`src/rtl/tim_config_pkg.sv`:
```
package tim_config_pkg;

  // geometry of the data memory.
  localparam int tim_width = 4;   // banks, one word wide.
  localparam int tim_depth = 64;  // words per bank.

  // byte offset inside a 32-bit word.
  localparam int byte_bits = 2;

  // select widths, derived from the geometry.
  localparam int bank_bits = $clog2(tim_width);
  localparam int row_bits = $clog2(tim_depth);

  // where the fields sit in a byte address.
  localparam int bank_lsb = byte_bits;
  localparam int row_lsb = byte_bits + bank_bits;

  // ram coding style.
  // 0: word array, bytes written through bit slices.
  // 1: packed array of four bytes per word.
  // both give the same behavior, the choice only changes what the
  // synthesis tool infers.
  localparam int tim_ram_style = 0;

endpackage

```
`src/rtl/tim_bus_pkg.sv`:
```
package tim_bus_pkg;

  // core-side bus widths.
  localparam int tim_addr_bits = 32;
  localparam int tim_data_bits = 32;
  localparam int tim_strb_bits = tim_data_bits / 8;  // one strobe per byte.

  // request from the core.
  // a request with wstrb all zero is a read.
  typedef struct packed {
    logic                     valid;
    logic [tim_addr_bits-1:0] addr;
    logic [tim_data_bits-1:0] wdata;
    logic [tim_strb_bits-1:0] wstrb;
  } tim_req_t;

  // response to the core, one cycle after the request.
  typedef struct packed {
    logic                     ready;
    logic [tim_data_bits-1:0] rdata;
  } tim_rsp_t;

endpackage

```
`src/rtl/tim_bank_if.sv`:
```
`timescale 1ns/10ps

interface tim_bank_if;

  logic                                    en;     // access this cycle.
  logic [tim_config_pkg::row_bits-1:0]     row;    // word inside the bank.
  logic [tim_bus_pkg::tim_strb_bits-1:0]   strb;   // byte write enables.
  logic [tim_bus_pkg::tim_data_bits-1:0]   wdata;
  logic [tim_bus_pkg::tim_data_bits-1:0]   rdata;  // registered, zero when idle.

  // controller side drives the request.
  modport ctrl (
    output en,
    output row,
    output strb,
    output wdata,
    input  rdata
  );

  // bank side returns the old word.
  modport bank (
    input  en,
    input  row,
    input  strb,
    input  wdata,
    output rdata
  );

endinterface

```
`src/rtl/tim_bank.sv`:
```
`timescale 1ns/10ps

module tim_bank (
  input logic      clock,
  tim_bank_if.bank port
);

  generate
    if (tim_config_pkg::tim_ram_style == 0) begin : g_word

      // one word per row, bytes reached through bit slices.
      logic [tim_bus_pkg::tim_data_bits-1:0] mem [tim_config_pkg::tim_depth] =
        '{default: '0};

      always_ff @(posedge clock) begin
        if (port.en) begin
          for (int b = 0; b < tim_bus_pkg::tim_strb_bits; b++) begin
            if (port.strb[b]) begin
              mem[port.row][8*b +: 8] <= port.wdata[8*b +: 8];
            end
          end
          port.rdata <= mem[port.row];  // old word, read before write.
        end else begin
          port.rdata <= '0;
        end
      end

    end else begin : g_bytes

      // packed bytes per row.
      logic [tim_bus_pkg::tim_strb_bits-1:0][7:0] mem [tim_config_pkg::tim_depth] =
        '{default: '0};
      logic [tim_bus_pkg::tim_strb_bits-1:0][7:0] wbytes;

      assign wbytes = port.wdata;

      always_ff @(posedge clock) begin
        if (port.en) begin
          for (int b = 0; b < tim_bus_pkg::tim_strb_bits; b++) begin
            if (port.strb[b]) begin
              mem[port.row][b] <= wbytes[b];
            end
          end
          port.rdata <= mem[port.row];
        end else begin
          // idle banks return zero, the select in the controller relies on it.
          port.rdata <= '0;
        end
      end

    end
  endgenerate

endmodule

```
`src/flat_wrapper.sv`:
```
// flat-port wrapper written by rule: the top's interface ports become plain ports
module tim_bank_flat 
  (clock, port_en, port_row, port_strb, port_wdata, port_rdata);
  tim_bank_if port_i ();
  input logic clock;
  input wire logic [$bits(port_i.en)-1:0] port_en;
  input wire logic [$bits(port_i.row)-1:0] port_row;
  input wire logic [$bits(port_i.strb)-1:0] port_strb;
  input wire logic [$bits(port_i.wdata)-1:0] port_wdata;
  output wire logic [$bits(port_i.rdata)-1:0] port_rdata;
  assign port_i.en = port_en;
  assign port_i.row = port_row;
  assign port_i.strb = port_strb;
  assign port_i.wdata = port_wdata;
  assign port_rdata = port_i.rdata;
  tim_bank u_core (.clock(clock), .port(port_i));
endmodule
```
`config.mk`:
```
export PLATFORM = sky130hd
export DESIGN_NAME = tim_bank_flat
export DESIGN_NICKNAME = d
export VERILOG_FILES = /design/src/rtl/tim_config_pkg.sv /design/src/rtl/tim_bus_pkg.sv /design/src/rtl/tim_bank_if.sv /design/src/rtl/tim_bank.sv /design/src/flat_wrapper.sv
export SDC_FILE = /design/constraint.sdc
export NUM_CORES = 2
export LEC_CHECK = 0
export BUFFER_PORTS_ARGS = -buffer_cell sky130_fd_sc_hd__clkbuf_2
export CAP_MARGIN = 20
export CORE_ASPECT_RATIO = 0.7
export CORE_UTILIZATION = 56
export DETAILED_ROUTE_END_ITERATION = 6
export MAX_ROUTING_LAYER = met4
export PLACE_DENSITY_LB_ADDON = 0.12
export SYNTH_ARGS = -nofsm -noshare
export SYNTH_HDL_FRONTEND = slang
export SYNTH_SLANG_ARGS = --single-unit
```
`constraint.sdc`:
```
create_clock -name clock -period 2.9 [get_ports clock]
set_clock_uncertainty 0.05 [all_clocks]
set_input_delay 0 -clock clock [delete_from_list [all_inputs] [get_ports clock]]
set_output_delay 0 -clock clock [all_outputs]
set_load 0.02 [all_outputs]
```
== Yosys cells after proc, flatten, opt, wreduce, memory -nomap -nowiden ==
Memory sizes are Yosys's and may differ from the RTL's. A register that Yosys moved wholly into a read port is not among the register bits.
Index checks and enable logic that the tools add are counted.

* Add/sub/neg operators: 0
* Multiply operators: 0
* Div/mod/pow operators: 0
* Magnitude comparators: 0
* Equal/unequal tests: 0
* Shifts and indexed selects: 0
* Muxes and demuxes: 12
* Bitwise gates (word level): 0
* Reduce and logical (&&, ||, !) cells: 1

{| class="wikitable"
|+ Operator list
! kind !! number
|-
| 1-bit two-way mux || 12
|-
| 1-bit zero test || 1
|}

* Register bits: 0
* Bits in latches: 0
* RAM bits: 2048
* Bits in read-only memories: 0
* Input bits: 44
* Output and inout bits: 32
* Word-level logic and storage cells: 14
* Memories kept: 1

{| class="wikitable"
|+ Memories
! name !! words !! bits a word !! rd ports !! clocked after Yosys merged registers in !! write ports !! line !! text
|-
| u_core.g_word.mem || 64 || 32 || 1 || 1 || 1 || tim_bank.sv:12 || <nowiki>logic [tim_bus_pkg::tim_data_bits-1:0] mem [tim_config_pkg::tim_depth] =</nowiki>
|}

== Depth between registers and ports, before layout ==
* Depth after elaboration: 3
* Depth in mapped cells: 10
* Mapped depth without buffers: 6

== Worst setup path after synthesis ==
OpenSTA, ideal clock, no wires.

* Path kind: in2reg
* Start: input port_row[2]
* End: memory u_core.g_word.mem[17][10] (netlist bit) (enable)
* Library setup time: 0.370 ns
* Arrival: 1.640 ns
* Required time: 2.480 ns
* Slack: 0.840 ns
* Cell stages on the path: 9
* Buffers on the path: 6
* Cell sequence: buf_6 buf_6 buf_6 buf_2 buf_2 buf_2 nor2_1 nand2_1 nor2_1

{| class="wikitable"
|+ RTL lines
! item !! line !! text
|-
| start, declared || flat_wrapper.sv:7 || <nowiki>input wire logic [$bits(port_i.row)-1:0] port_row;</nowiki>
|-
| end, declared || tim_bank.sv:12 ||
|}

No word-level cell before the write port.

==> impl_metrics.py <==
metrics = {
    "status": {
        "status": "finished, final reports clean",
    },
    "cts": {
        "clock_path_buffers": 3,
        "root_buffer": "clkbuf_16",
        "cts_max_level": 4,
        "cts_sinks": 2080,
        "cts_tree": "done",
        "clock_latency_ns": 0.84,
        "numCtsBuffers": 187,
        "clkTransAtPathRegs_ns": 0.06,
        "post_cts_buffers": 0,
    },
    "place": {
        "hpwl_mm": 158,
        "place_area_um2": 85600,
        "gp_congestion": 0.939,
        "port_buffers": 75,
    },
    "layout": {
        "layout-drive-gt1-share": 0.198,
        "syn_to_final_growth_pct": 16.2,
        "fillers": 9808,
        "nets": 5267,
        "final_cell_area_um2": 92000,
    },
    "yosys": {
        "ys_seq_area_frac": 0.785,
        "synth_area_per_cell_um2": 16.9,
        "synth_edf_count": 2048,
        "synthFlopType": "edfxtp_1",
        "yosysUniqueCellTypes": 61,
        "syn_nets": 4730,
        "synth.area.top_cells": "edfxtp_1 (78%), a22oi_1 (4.3%), a221oi_1 (2.7%), nor2_1 (1.8%), mux2i_1 (1.5%)",
        "synthTopCellsByCount": "edfxtp_1 (2048), a22oi_1 (453), nor2_1 (373)",
        "synthArstFlopShare": 0,
        "syn_inst": 4686,
        "netlist_area_um2": 79200,
        "synth_top_area_frac": 0.777,
        "synth_seq_cells": 2080,
        "synth_top_cell_by_area": "edfxtp_1",
        "synthMostInstantiatedCell": "edfxtp_1",
        "synth_warnings": 0,
    },
    "setup_path": {
        "cp.required_ns": 3.56,
        "crit_chain": "dlygate4sd3_1 > buf_8 > nand2b_1 > nor2_4 > buf_12 > a22o_1 > o31ai_1 > nand4_1 > o21a_1",
        "max_stage_delay_ns": 0.73,
        "crit_family": "compound AO/OA/AOI/OAI gates",
        "crit_fanout": 34,
        "critPathBufInv": 3,
        "end_kind": "register",
        "crit_arrival_ns": 3.08,
        "ff2ff_setup_slack_ns": 0.64,
        "startpoint_type": "input port",
        "crit_slowest_cell": "o31ai_1",
        "crit_type": "in -> reg",
    },
    "timing": {
        "finalSetupViolCount": 0,
        "period_needed_ns": 2.42,
        "timing.final.crit_share": 0.834,
        "rsz0062_at_grt": "false",
        "max_freq_mhz": 413,
        "finalMaxSlewViolations": 0,
        "worstMarginPinSlew_ns": 1.10,
        "slew_headroom": 0.269,
        "finalHoldViolCount": 0,
        "timing.setup.tns_ns": 0,
    },
    "detailed_routing": {
        "drt-total-wl_mm": 243,
        "drc": 0,
        "avgViaCountPerCell": 6.77,
        "via_count": 49256,
        "drtIter0Drc": 8215,
        "drt-wirelength-per-cell_um": 33.5,
        "detail-route-antenna-nets": 0,
        "dr.pass1.iters": 7,
    },
    "grt": {
        "grt_pass1_vias": 45835,
        "grt_pass1_wl_mm": 343,
        "grt_overflow": 0,
        "antenna_found_initial": 21,
        "grtUsageTotal": 0.351,
        "grt_start_max_net_pins": 88,
    },
    "power": {
        "p_leak_nw": 29.8,
        "ir_worst_vdd_uv": 690,
        "powerDensity_nw_per_um2": 668,
    },
    "die": {
        "initial_core_util": 0.564,
        "die_w_um": 451,
        "die_area_um2": 143000,
        "io_pins": 76,
        "fp-row-count": 115,
        "die_height_um": 317,
        "core_um2": 140000,
    },
    "min_path": {
        "hold_class": "in -> reg",
    },
    "job": {
        "drv_cap": 0,
    },
}
layer usage:
metal,track usage,vias up,share of wire,wire (µm)
li1,-,20401,-,-
met1,0.521,24889,0.41,99100
met2,0.478,3528,0.43,104000
met3,0.0834,438,0.13,32100
met4,0.111,0,0.032,7910
met5,-,-,0,0
flip-flops by register name, indices dropped and copies added (netlist names):
| signal | cells |
|---|---|
| u_core.g_word.mem | 2048 |
| u_core.port.rdata | 32 |
layout by cell type (no fill, tap or decap), drive strengths merged, types with 30 or more instances in the layout:
cell	instances
nand3	30
a22o	69
nor2	376
edfxtp	2048
a21oi	198
dlygate4sd3	31
mux2i	121
mux2	65
o221ai	33
o22ai	72
clkbuf	325
o21ai	126
nand2	112
clkinv	72
a221oi	248
a222oi	40
o21a	39
dfxtp	32
nor3	37
buf	608
a22oi	453
report_power, final:
group          internal, W  switching [W]  total, W  leakage (nW)
sequential          0.0332       0.000138    0.0333          18.7
clock               0.0134         0.0111    0.0245          2.92
combinational      0.00111        0.00261   0.00373          8.22
total               0.0477         0.0138    0.0615          29.8
final timing paths:
| kind | cells after the start | end | start |
|---|---|---|---|
| max | 9 | u_core.port.rdata[13] | port_row[1] |
| min | 1 | u_core.g_word.mem[43][11] | port_wdata[11] |
| max reg2reg | 5 | u_core.port.rdata[13] | u_core.g_word.mem[52][13] |
| min reg2reg | 3 | u_core.port.rdata[24] | u_core.g_word.mem[5][24] |
final cells by class:
type                    count  area (µm²)  area share
clock inverters           101         903     0.00982
well taps                1872        2340      0.0255
flip-flops and latches   2080       62100       0.675
inverters                   3        13.8    0.000150
clock buffers             252        5070      0.0551
diodes                     12        30.0    0.000326
repair buffers            712        6050      0.0657
multi-input cells        2239       15500       0.168
stage by stage:
step / total power [W] / hold slack (ns) / utilization / worst slack (ns) / instances
CTS: 0.0615 / 0.00886 / 0.654 / 0.560 / 7248
detailed placement: 0.0375 / 0.389 / 0.609 / 0.137 / 6869
global placement: 0.0375 / 0.393 / 0.609 / 0.0880 / 6866
finish: 0.0615 / 0.0356 / 0.655 / 0.480 / 7271
floorplan: 0.0355 / 0.0489 / - / 0.840 / 4686
global route: 0.0629 / 0.0784 / 0.655 / 0.451 / 7267
cell families after synthesis:
kind of cell    count (synthesis)  share of synthesized area
compound gates               1410                      0.131
buf+inv                       367                     0.0212
flops                        2080                      0.785
mux                           205                     0.0300
simple gates                  624                     0.0332
repair_timing:
action                    4_1_cts  5_1_grt
gates resized for setup         0        0
hold buffers                   26        5
hold endpoints to repair      874      241
No activity file was read; power rests on OpenSTA's default activity.
